--- config.mk ---
export PLATFORM = sky130hd
export DESIGN_NAME = link_loopback_top
export DESIGN_NICKNAME = d
export VERILOG_FILES = /design/src/logic/link_cfg_pkg.sv /design/src/logic/link_proto_pkg.sv /design/src/logic/link_channel_downstream.sv /design/src/logic/link_channel_upstream.sv /design/src/logic/link_ddr_phy.sv /design/src/logic/link_ddr_upstream.sv /design/src/logic/link_loopback_top.sv /design/src/logic/link_piso.sv /design/src/logic/link_sipo.sv
export SDC_FILE = /design/constraint.sdc
export NUM_CORES = 1
export LEC_CHECK = 0
export BUFFER_PORTS_ARGS = -buffer_cell sky130_fd_sc_hd__buf_4
export CAP_MARGIN = 5
export CORE_UTILIZATION = 60
export DETAILED_ROUTE_END_ITERATION = 10
export PLACE_DENSITY = 0.89
export SLEW_MARGIN = 40
export SYNTH_ARGS = -nofsm -noshare
export SYNTH_HDL_FRONTEND = slang
export SYNTH_SLANG_ARGS = --single-unit
--- constraint.sdc ---
create_clock -name clk_i -period 7.7 [get_ports clk_i]
set_clock_uncertainty 0.1 [all_clocks]
set_input_delay 1.925 -clock clk_i [delete_from_list [all_inputs] [get_ports clk_i]]
set_output_delay 1.925 -clock clk_i [all_outputs]
set_load 0.01 [all_outputs]
--- src/logic/link_cfg_pkg.sv ---
package link_cfg_pkg;

  // Default link shape for the loopback top and its testbench.
  localparam int default_width_c         = 32;
  localparam int default_channel_width_c = 4;
  localparam int default_num_channel_c   = 2;
  localparam int default_lg_fifo_depth_c = 3;
  localparam int default_lg_decimation_c = 1;

  // Number of channel groups that one wide word is cut into.
  function automatic int piso_els_f(input int width, input int group_width);
    if (group_width >= width) begin
      return 1;
    end
    return width / group_width;
  endfunction

  // Width of an index over els entries, at least one bit.
  function automatic int index_width_f(input int els);
    return (els > 1) ? $clog2(els) : 1;
  endfunction

endpackage

--- src/logic/link_proto_pkg.sv ---
package link_proto_pkg;

  // Widest beat a channel can carry. channel_width_p must not exceed it.
  localparam int beat_max_width_c = 8;

  // Wire state of one channel for one cycle.
  typedef struct packed {
    logic                        valid;
    logic                        strobe;
    logic [beat_max_width_c-1:0] data;
  } link_beat_s;

  typedef enum logic [1:0] {
    phy_idle_e,
    phy_low_beat_e,
    phy_high_beat_e
  } phy_state_e;

  typedef enum logic {
    piso_empty_e,
    piso_shifting_e
  } piso_state_e;

  typedef enum logic {
    rx_want_low_e,
    rx_want_high_e
  } rx_state_e;

endpackage

--- src/logic/link_channel_downstream.sv ---
module link_channel_downstream
 #(parameter int channel_width_p = 4
  ,parameter int lg_fifo_depth_p = 3
  ,parameter int lg_decimation_p = 1
  ,localparam int word_width_lp  = channel_width_p * 2)
  (input  logic                       clk_i
  ,input  logic                       reset_i
  ,input  link_proto_pkg::link_beat_s beat_i
  ,output logic [word_width_lp-1:0]   data_o
  ,output logic                       valid_o
  ,input  logic                       yumi_i
  ,output logic                       token_o);

  import link_proto_pkg::*;

  localparam int depth_lp       = 1 << lg_fifo_depth_p;
  localparam int count_width_lp = lg_fifo_depth_p + 1;
  localparam int dec_width_lp   = lg_decimation_p + 1;
  localparam logic [count_width_lp-1:0] full_count_lp = count_width_lp'(depth_lp);
  localparam logic [dec_width_lp-1:0] release_last_lp =
    dec_width_lp'((1 << lg_decimation_p) - 1);

  rx_state_e                               rx_state_r;
  logic [channel_width_p-1:0]              low_r;
  logic [word_width_lp-1:0]                word_r;
  logic                                    word_v_r;
  logic [depth_lp-1:0][word_width_lp-1:0]  mem_r;
  logic [lg_fifo_depth_p-1:0]              wptr_r;
  logic [lg_fifo_depth_p-1:0]              rptr_r;
  logic [count_width_lp-1:0]               count_r;
  logic                                    full;
  logic [dec_width_lp-1:0]                 release_cnt_r;
  logic                                    token_r;

  assign full    = (count_r == full_count_lp);
  assign valid_o = (count_r != '0);
  assign data_o  = mem_r[rptr_r];
  assign token_o = token_r;

  always_ff @(posedge clk_i) begin
    if (reset_i) begin
      rx_state_r    <= rx_want_low_e;
      word_v_r      <= 1'b0;
      wptr_r        <= '0;
      rptr_r        <= '0;
      count_r       <= '0;
      release_cnt_r <= '0;
      token_r       <= 1'b0;
    end else begin
      word_v_r <= beat_i.valid & (rx_state_r == rx_want_high_e);
      if (beat_i.valid) begin
        rx_state_r <= (rx_state_r == rx_want_low_e) ? rx_want_high_e : rx_want_low_e;
      end
      if (word_v_r) begin
        wptr_r <= wptr_r + 1'b1;
      end
      if (yumi_i) begin
        rptr_r <= rptr_r + 1'b1;
      end
      count_r <= count_r + count_width_lp'(word_v_r) - count_width_lp'(yumi_i);
      // One token goes back per block of released words.
      token_r <= 1'b0;
      if (yumi_i) begin
        if (release_cnt_r == release_last_lp) begin
          release_cnt_r <= '0;
          token_r       <= 1'b1;
        end else begin
          release_cnt_r <= release_cnt_r + 1'b1;
        end
      end
    end
  end

  always_ff @(posedge clk_i) begin
    if (beat_i.valid && rx_state_r == rx_want_low_e) begin
      low_r <= beat_i.data[channel_width_p-1:0];
    end
    if (beat_i.valid && rx_state_r == rx_want_high_e) begin
      word_r <= {beat_i.data[channel_width_p-1:0], low_r};
    end
    if (word_v_r) begin
      mem_r[wptr_r] <= word_r;
    end
  end

  // Upstream credits keep beats away while every slot here is taken.
  no_beat_when_full_a: assert property (@(posedge clk_i) disable iff (reset_i)
    beat_i.valid |-> !full);

  // Back to back beats from the PHY always flip the strobe.
  strobe_toggles_a: assert property (@(posedge clk_i) disable iff (reset_i)
    beat_i.valid && $past(beat_i.valid) |-> beat_i.strobe != $past(beat_i.strobe));

endmodule

--- src/logic/link_channel_upstream.sv ---
module link_channel_upstream
 #(parameter int width_p         = 8
  ,parameter int lg_fifo_depth_p = 3
  ,parameter int lg_decimation_p = 1
  ,localparam int credit_width_lp = lg_fifo_depth_p + 1)
  (input  logic               clk_i
  ,input  logic               reset_i
  ,input  logic               link_enable_i
  ,input  logic [width_p-1:0] data_i
  ,input  logic               valid_i
  ,output logic               ready_o
  ,input  logic               token_i
  ,output logic [width_p-1:0] phy_data_o
  ,output logic               phy_valid_o
  ,input  logic               phy_ready_i);

  localparam logic [credit_width_lp-1:0] credit_max_lp =
    credit_width_lp'(1 << lg_fifo_depth_p);
  // Each token stands for this many words drained on the far side.
  localparam logic [credit_width_lp-1:0] token_step_lp =
    credit_width_lp'(1 << lg_decimation_p);

  logic [credit_width_lp-1:0] credit_r;
  logic [width_p-1:0]         data_r;
  logic                       valid_r;
  logic                       send;
  logic                       phy_take;

  assign phy_take = valid_r & phy_ready_i;

  // A slice is taken only with a free slot downstream and room in the hold register.
  assign ready_o = link_enable_i & (credit_r != '0) & (~valid_r | phy_ready_i);
  assign send    = valid_i & ready_o;

  assign phy_data_o  = data_r;
  assign phy_valid_o = valid_r;

  always_ff @(posedge clk_i) begin
    if (reset_i) begin
      credit_r <= credit_max_lp;
      valid_r  <= 1'b0;
    end else begin
      credit_r <= credit_r - credit_width_lp'(send) + (token_i ? token_step_lp : '0);
      if (send) begin
        valid_r <= 1'b1;
      end else if (phy_take) begin
        valid_r <= 1'b0;
      end
    end
  end

  always_ff @(posedge clk_i) begin
    if (send) begin
      data_r <= data_i;
    end
  end

  // Tokens never return more slots than the receive FIFO holds.
  credit_bound_a: assert property (@(posedge clk_i) disable iff (reset_i)
    credit_r <= credit_max_lp);

endmodule

--- src/logic/link_ddr_phy.sv ---
module link_ddr_phy
 #(parameter int channel_width_p = 4)
  (input  logic                         clk_i
  ,input  logic                         reset_i
  ,input  logic [2*channel_width_p-1:0] data_i
  ,input  logic                         valid_i
  ,output logic                         ready_o
  ,output link_proto_pkg::link_beat_s   beat_o);

  import link_proto_pkg::*;

  phy_state_e                   state_r;
  phy_state_e                   state_n;
  logic [2*channel_width_p-1:0] data_r;
  logic                         strobe_r;
  logic                         take;

  // The next word may enter while the high half of the current one is on the wire.
  assign ready_o = (state_r != phy_low_beat_e);
  assign take    = valid_i & ready_o;

  always_comb begin
    case (state_r)
      phy_low_beat_e:  state_n = phy_high_beat_e;
      phy_high_beat_e: state_n = take ? phy_low_beat_e : phy_idle_e;
      default:         state_n = take ? phy_low_beat_e : phy_idle_e;
    endcase
  end

  always_ff @(posedge clk_i) begin
    if (reset_i) begin
      state_r  <= phy_idle_e;
      strobe_r <= 1'b0;
    end else begin
      state_r <= state_n;
      if (state_r != phy_idle_e) begin
        strobe_r <= ~strobe_r;
      end
    end
  end

  always_ff @(posedge clk_i) begin
    if (take) begin
      data_r <= data_i;
    end
  end

  always_comb begin
    beat_o        = '0;
    beat_o.valid  = (state_r != phy_idle_e);
    beat_o.strobe = strobe_r;
    if (state_r == phy_low_beat_e) begin
      beat_o.data[channel_width_p-1:0] = data_r[channel_width_p-1:0];
    end else if (state_r == phy_high_beat_e) begin
      beat_o.data[channel_width_p-1:0] = data_r[2*channel_width_p-1:channel_width_p];
    end
  end

endmodule

--- src/logic/link_ddr_upstream.sv ---
module link_ddr_upstream
 #(parameter int width_p         = 32
  ,parameter int channel_width_p = 4
  ,parameter int num_channel_p   = 2
  ,parameter int lg_fifo_depth_p = 3
  ,parameter int lg_decimation_p = 1
  ,localparam int ddr_width_lp   = channel_width_p * 2
  ,localparam int group_width_lp = ddr_width_lp * num_channel_p
  ,localparam int els_lp         = link_cfg_pkg::piso_els_f(width_p, group_width_lp))
  (input  logic                                         clk_i
  ,input  logic                                         reset_i
  ,input  logic                                         link_enable_i
  ,input  logic [width_p-1:0]                           data_i
  ,input  logic                                         valid_i
  ,output logic                                         ready_o
  ,output link_proto_pkg::link_beat_s [num_channel_p-1:0] beat_o
  ,input  logic [num_channel_p-1:0]                     token_i);

  logic [num_channel_p-1:0][ddr_width_lp-1:0] group_data;
  logic                                       group_valid;
  logic                                       group_yumi;
  logic [num_channel_p-1:0]                   ch_ready;

  // All channels take their slice together, so a group moves only when each has room.
  assign group_yumi = group_valid & (&ch_ready);

  link_piso
   #(.width_p(width_p)
    ,.slice_width_p(group_width_lp)
    ,.els_p(els_lp))
    piso_inst
    (.clk_i(clk_i)
    ,.reset_i(reset_i)
    ,.data_i(data_i)
    ,.valid_i(valid_i)
    ,.ready_o(ready_o)
    ,.data_o(group_data)
    ,.valid_o(group_valid)
    ,.yumi_i(group_yumi));

  for (genvar i = 0; i < num_channel_p; i++) begin : ch
    logic [ddr_width_lp-1:0] phy_data;
    logic                    phy_valid;
    logic                    phy_ready;

    link_channel_upstream
     #(.width_p(ddr_width_lp)
      ,.lg_fifo_depth_p(lg_fifo_depth_p)
      ,.lg_decimation_p(lg_decimation_p))
      channel_inst
      (.clk_i(clk_i)
      ,.reset_i(reset_i)
      ,.link_enable_i(link_enable_i)
      ,.data_i(group_data[i])
      ,.valid_i(group_yumi)
      ,.ready_o(ch_ready[i])
      ,.token_i(token_i[i])
      ,.phy_data_o(phy_data)
      ,.phy_valid_o(phy_valid)
      ,.phy_ready_i(phy_ready));

    link_ddr_phy
     #(.channel_width_p(channel_width_p))
      phy_inst
      (.clk_i(clk_i)
      ,.reset_i(reset_i)
      ,.data_i(phy_data)
      ,.valid_i(phy_valid)
      ,.ready_o(phy_ready)
      ,.beat_o(beat_o[i]));
  end

endmodule

--- src/logic/link_loopback_top.sv ---
// width_p must be a whole multiple of 2 * channel_width_p * num_channel_p.
module link_loopback_top
 #(parameter int width_p         = link_cfg_pkg::default_width_c
  ,parameter int channel_width_p = link_cfg_pkg::default_channel_width_c
  ,parameter int num_channel_p   = link_cfg_pkg::default_num_channel_c
  ,parameter int lg_fifo_depth_p = link_cfg_pkg::default_lg_fifo_depth_c
  ,parameter int lg_decimation_p = link_cfg_pkg::default_lg_decimation_c
  ,localparam int ddr_width_lp   = channel_width_p * 2)
  (input  logic               clk_i
  ,input  logic               reset_i
  ,input  logic               link_enable_i
  ,input  logic [width_p-1:0] data_i
  ,input  logic               valid_i
  ,output logic               ready_o
  ,output logic [width_p-1:0] data_o
  ,output logic               valid_o
  ,input  logic               ready_i);

  import link_proto_pkg::*;

  link_beat_s [num_channel_p-1:0]             beat;
  logic [num_channel_p-1:0]                   token;
  logic [num_channel_p-1:0][ddr_width_lp-1:0] rx_data;
  logic [num_channel_p-1:0]                   rx_valid;
  logic                                       rx_yumi;

  link_ddr_upstream
   #(.width_p(width_p)
    ,.channel_width_p(channel_width_p)
    ,.num_channel_p(num_channel_p)
    ,.lg_fifo_depth_p(lg_fifo_depth_p)
    ,.lg_decimation_p(lg_decimation_p))
    upstream_inst
    (.clk_i(clk_i)
    ,.reset_i(reset_i)
    ,.link_enable_i(link_enable_i)
    ,.data_i(data_i)
    ,.valid_i(valid_i)
    ,.ready_o(ready_o)
    ,.beat_o(beat)
    ,.token_i(token));

  for (genvar i = 0; i < num_channel_p; i++) begin : ds
    link_channel_downstream
     #(.channel_width_p(channel_width_p)
      ,.lg_fifo_depth_p(lg_fifo_depth_p)
      ,.lg_decimation_p(lg_decimation_p))
      downstream_inst
      (.clk_i(clk_i)
      ,.reset_i(reset_i)
      ,.beat_i(beat[i])
      ,.data_o(rx_data[i])
      ,.valid_o(rx_valid[i])
      ,.yumi_i(rx_yumi)
      ,.token_o(token[i]));
  end

  link_sipo
   #(.width_p(width_p)
    ,.channel_width_p(ddr_width_lp)
    ,.num_channel_p(num_channel_p))
    sipo_inst
    (.clk_i(clk_i)
    ,.reset_i(reset_i)
    ,.data_i(rx_data)
    ,.valid_i(rx_valid)
    ,.yumi_o(rx_yumi)
    ,.data_o(data_o)
    ,.valid_o(valid_o)
    ,.ready_i(ready_i));

endmodule

--- src/logic/link_piso.sv ---
module link_piso
 #(parameter int width_p       = 32
  ,parameter int slice_width_p = 16
  ,parameter int els_p         = 2)
  (input  logic                     clk_i
  ,input  logic                     reset_i
  ,input  logic [width_p-1:0]       data_i
  ,input  logic                     valid_i
  ,output logic                     ready_o
  ,output logic [slice_width_p-1:0] data_o
  ,output logic                     valid_o
  ,input  logic                     yumi_i);

  import link_proto_pkg::*;

  if (els_p == 1) begin : fifo
    // The word already fits the channels, so two entries keep the input streaming.
    logic [1:0][width_p-1:0] mem_r;
    logic                    wptr_r;
    logic                    rptr_r;
    logic [1:0]              count_r;
    logic                    enq;

    assign enq     = valid_i & ready_o;
    assign ready_o = (count_r != 2'd2);
    assign valid_o = (count_r != 2'd0);
    assign data_o  = mem_r[rptr_r];

    always_ff @(posedge clk_i) begin
      if (reset_i) begin
        wptr_r  <= 1'b0;
        rptr_r  <= 1'b0;
        count_r <= 2'd0;
      end else begin
        if (enq) begin
          wptr_r <= ~wptr_r;
        end
        if (yumi_i) begin
          rptr_r <= ~rptr_r;
        end
        count_r <= count_r + 2'(enq) - 2'(yumi_i);
      end
    end

    always_ff @(posedge clk_i) begin
      if (enq) begin
        mem_r[wptr_r] <= data_i;
      end
    end
  end else begin : shift
    localparam int idx_width_lp = $clog2(els_p);

    piso_state_e                         state_r;
    logic [els_p-1:0][slice_width_p-1:0] word_r;
    logic [idx_width_lp-1:0]             idx_r;
    logic                                last;

    assign last    = (idx_r == idx_width_lp'(els_p - 1));
    assign ready_o = (state_r == piso_empty_e);
    assign valid_o = (state_r == piso_shifting_e);
    assign data_o  = word_r[idx_r];

    always_ff @(posedge clk_i) begin
      if (reset_i) begin
        state_r <= piso_empty_e;
        idx_r   <= '0;
      end else if (valid_i & ready_o) begin
        state_r <= piso_shifting_e;
        idx_r   <= '0;
      end else if (yumi_i) begin
        if (last) begin
          state_r <= piso_empty_e;
          idx_r   <= '0;
        end else begin
          idx_r <= idx_r + 1'b1;
        end
      end
    end

    always_ff @(posedge clk_i) begin
      if (valid_i & ready_o) begin
        word_r <= data_i;
      end
    end
  end

  // The channels may only take a group that is on offer.
  yumi_needs_valid_a: assert property (@(posedge clk_i) disable iff (reset_i)
    yumi_i |-> valid_o);

endmodule

--- src/logic/link_sipo.sv ---
module link_sipo
 #(parameter int width_p         = 32
  ,parameter int channel_width_p = 8
  ,parameter int num_channel_p   = 2
  ,localparam int group_width_lp = channel_width_p * num_channel_p
  ,localparam int els_lp         = link_cfg_pkg::piso_els_f(width_p, group_width_lp)
  ,localparam int idx_width_lp   = link_cfg_pkg::index_width_f(els_lp))
  (input  logic                                          clk_i
  ,input  logic                                          reset_i
  ,input  logic [num_channel_p-1:0][channel_width_p-1:0] data_i
  ,input  logic [num_channel_p-1:0]                      valid_i
  ,output logic                                          yumi_o
  ,output logic [width_p-1:0]                            data_o
  ,output logic                                          valid_o
  ,input  logic                                          ready_i);

  logic [els_lp-1:0][group_width_lp-1:0] word_r;
  logic [idx_width_lp-1:0]               idx_r;
  logic                                  full_r;
  logic                                  last;

  assign last = (idx_r == idx_width_lp'(els_lp - 1));

  // A new group may land in slot zero while the finished word is being taken.
  assign yumi_o  = (&valid_i) & (~full_r | ready_i);
  assign valid_o = full_r;
  assign data_o  = word_r;

  always_ff @(posedge clk_i) begin
    if (reset_i) begin
      idx_r  <= '0;
      full_r <= 1'b0;
    end else begin
      if (yumi_o) begin
        idx_r <= last ? '0 : idx_r + 1'b1;
      end
      if (yumi_o & last) begin
        full_r <= 1'b1;
      end else if (ready_i) begin
        full_r <= 1'b0;
      end
    end
  end

  always_ff @(posedge clk_i) begin
    if (yumi_o) begin
      word_r[idx_r] <= data_i;
    end
  end

endmodule

==> results.toml <==
[global_routing]
gr-total-overflow = 0
grt_max_degree = 50
grt_pass1_wl_um = 26300
grt_busiest_layer = "met2"
grt_usage_pct = 18.6
gr-usage-met2_pct = 32.4
grt_use_met3_pct = 3.00
antenna_found_initial = 0
grt_pass1_vias = 5262
grt_use_met1_pct = 23.6

[synthesis]
synthFlopType = "edfxtp_1"
syn_avg_cell_area_sq_um = 19.0
async_reset_ff_share_pct = 0
synth_edf_count = 248
synth_cells = 583
synth.ff_latch_count = 296
synth.top_cell.area_share_pct = 67.1
syn-num-nets = 646
yosysWarnings = 0
synth_area_leader_cell = "edfxtp_1"
seq_area_frac_synth_pct = 75.8
ys_types = 35
netlist_area_sq_um = 11100
synthTopCellsByArea = "edfxtp_1 67%, dfxtp_1 8.7%, mux4_1 7.3%, mux2_2 3.2%, ha_1 2.5%"

[routing]
firstDrtPassIters = 4
viasPerCell = 5.63
drc = 0
wl_per_cell_um = 18.6
routed_wl_um = 17000
drtAntennaViolNets = 0
via_count = 5153
drt_iter0_markers = 431

[layout]
final_layout_size_suffix_gt1_share_pct = 22.9
nets = 729
antenna_cells = 0
area_growth_pct = 14.1
fillerInstances = 1067

[clock_tree]
ctsLongestPathBuffers = 3
numCtsBuffers = 28
cts_tree = "yes"
cts_root_buffer = "clkbuf_16"
cts_sinks = 296
clk_pin_slew_worst_paths_ps = 60
cts_setup_buffers = 0
worstSkewPairLatency_ps = 550
htreeDepth = 1
cts_resized = 0
hold_buffers = 0

[critical_path]
crit_buf_inv = 2
crit_path_cell_trace = "buf_4, nand2_1, or4_4, a21oi_1, ha_1, inv_1, ha_1, fa_1, xor2_1, nand2b_1"
critPathMaxStageDelay_ps = 610
cp_data_required_time_ps = 8020
critPathKind = "primary input to flip-flop"
crit_slowest_cell = "a21oi_1"
cp_max_fo = 9
critical_path.endpoint_type = "flip-flop"
critPathArrivalTime_ps = 4360
crit_family = "adder cells"
timing.critical_path.mode_cell = "ha_1"
cp-start-kind = "primary input"

[sta]
tightest_slew_ps = 851
slew_headroom_pct = 43.1
period_needed_ps = 4040
finalCritPeriodShare_pct = 52.5
fmax_ghz = 0.247
rsz0062_at_grt = "no"
finalMaxSlewViolations = 0
final-setup-viol-count = 0
totalNegativeSetupSlack_ps = 0
hold_viol = 0

[power_and_ir_drop]
p_leak_nw = 4.43
irDropWorstVdd_uv = 297
p_total_mw = 4.10
power.density_nw_per_um2 = 324

[status]
status = "finished clean"

[worst_hold_path]
hold_path_class = "flip-flop to flip-flop"

[floorplanning]
die_h_um = 138
core-area_sq_um = 18000
start_util_pct = 61.6
dieArea_sq_um = 19000
std_cell_rows = 49
top_level_ports = 71
die_w_um = 138

[job]
max-cap-violations = 0

[placed_design]
dp_hpwl_um = 10800
portBuffers = 70
place.gp.congestion = 0.710
## worst paths after layout
| kind | cells past startpoint | start | slack (ps) | end |
|---|---|---|---|---|
| hold reg to reg | 0 | ds[0].downstream_inst.low_r[2] | 320 | ds[0].downstream_inst.word_r[2] |
| setup reg to reg | 11 | upstream_inst.ch[1].channel_inst.credit_r[2] | 4460 | upstream_inst.ch[0].channel_inst.credit_r[3] |
| setup / recovery | 10 | link_enable_i | 3660 | upstream_inst.ch[0].channel_inst.credit_r[3] |
| hold / removal | 0 | ds[0].downstream_inst.low_r[2] | 320 | ds[0].downstream_inst.word_r[2] |
## Yosys cell counts (all sizes together) (5+ instances only)
library cell and number:
edfxtp 248, a21oi 9, nor2b 22, a22o 8, clkbuf 8, nor3 8
mux2 32, mux2i 5, ha 22, nor2 40, buf 12, nand2 11
xor2 6, inv 31, dfxtp 48, mux4 32, xnor2 10, nand2b 11
## final cells by class
cell class,instances,area (sq um),area share (%)
Tap cell,229,287,2.26
Clock buffer,39,742,5.86
Inverter,31,116,0.919
Multi-Input combinational cell,236,2470,19.5
Clock inverter,12,93.8,0.741
Sequential cell,296,8410,66.4
Timing Repair Buffer,73,548,4.33
## per-layer routing
layer / vias to the layer above / routed length (um)
li1: 2390 / -
met1: 2530 / 6870
met2: 198 / 8730
met3: 35 / 1020
met4: 0 / 424
met5: - / 0
## per-stage QoR
step,hold WS [ps],utilization [%],cells,cell area (sq um),worst slack (ps)
2_1_floorplan,300,-,583,11100,3400
3_3_place_gp,304,65.5,865,11800,3200
3_5_place_dp,305,65.6,865,11800,3080
4_1_cts,319,70.2,916,12700,3640
5_1_grt,322,70.3,916,12700,3540
6_report,318,70.3,916,12700,3660
## cell families after synthesis
group / count (synthesis) / share of synthesized area, %
flip-flops: 296 / 75.8
AND/OR/NAND/NOR: 104 / 4.83
multiplexers: 69 / 11.2
buffers and inverters: 51 / 2.27
adder cells (fa/ha/maj): 26 / 3.20
AO/OA/AOI/OAI: 21 / 1.43
XOR/XNOR: 16 / 1.26
## registers in the layout (all words and copies together), names as in the netlist, 16 cells and up
signal / flops
ds.downstream_inst.word_r: 16
upstream_inst.ch.phy_inst.data_r: 16
ds.downstream_inst.mem_r: 128
upstream_inst.ch.channel_inst.phy_data_o: 16
upstream_inst.piso_inst.shift.word_r: 32
sipo_inst.data_o: 32
## cell usage in the layout (no fill, tap or decap), drive strengths merged, types with 2 or more instances in the layout
| cell type | synthesis | routed |
|---|---|---|
| a21o | 2 | 2 |
| a21oi | 9 | 9 |
| a22o | 8 | 8 |
| buf | 12 | 73 |
| clkbuf | 8 | 39 |
| clkinv | 0 | 9 |
| clkinvlp | 0 | 2 |
| dfxtp | 48 | 48 |
| edfxtp | 248 | 248 |
| fa | 4 | 4 |
| ha | 22 | 22 |
| inv | 31 | 31 |
| mux2 | 32 | 32 |
| mux2i | 5 | 5 |
| mux4 | 32 | 32 |
| nand2 | 11 | 11 |
| nand2b | 11 | 11 |
| nand4 | 2 | 2 |
| nor2 | 40 | 40 |
| nor2b | 22 | 22 |
| nor3 | 8 | 8 |
| nor3b | 2 | 2 |
| nor4bb | 2 | 2 |
| or3b | 2 | 2 |
| xnor2 | 10 | 10 |
| xor2 | 6 | 6 |
## power breakdown
group	switching, mW	internal, mW	leakage, nW	total (mW)
sequential	0.117	1.93	2.66	2.05
combinational	0.388	0.424	1.37	0.812
clock	0.540	0.705	0.401	1.25
Note: power is estimated with default switching activity, not from simulation.
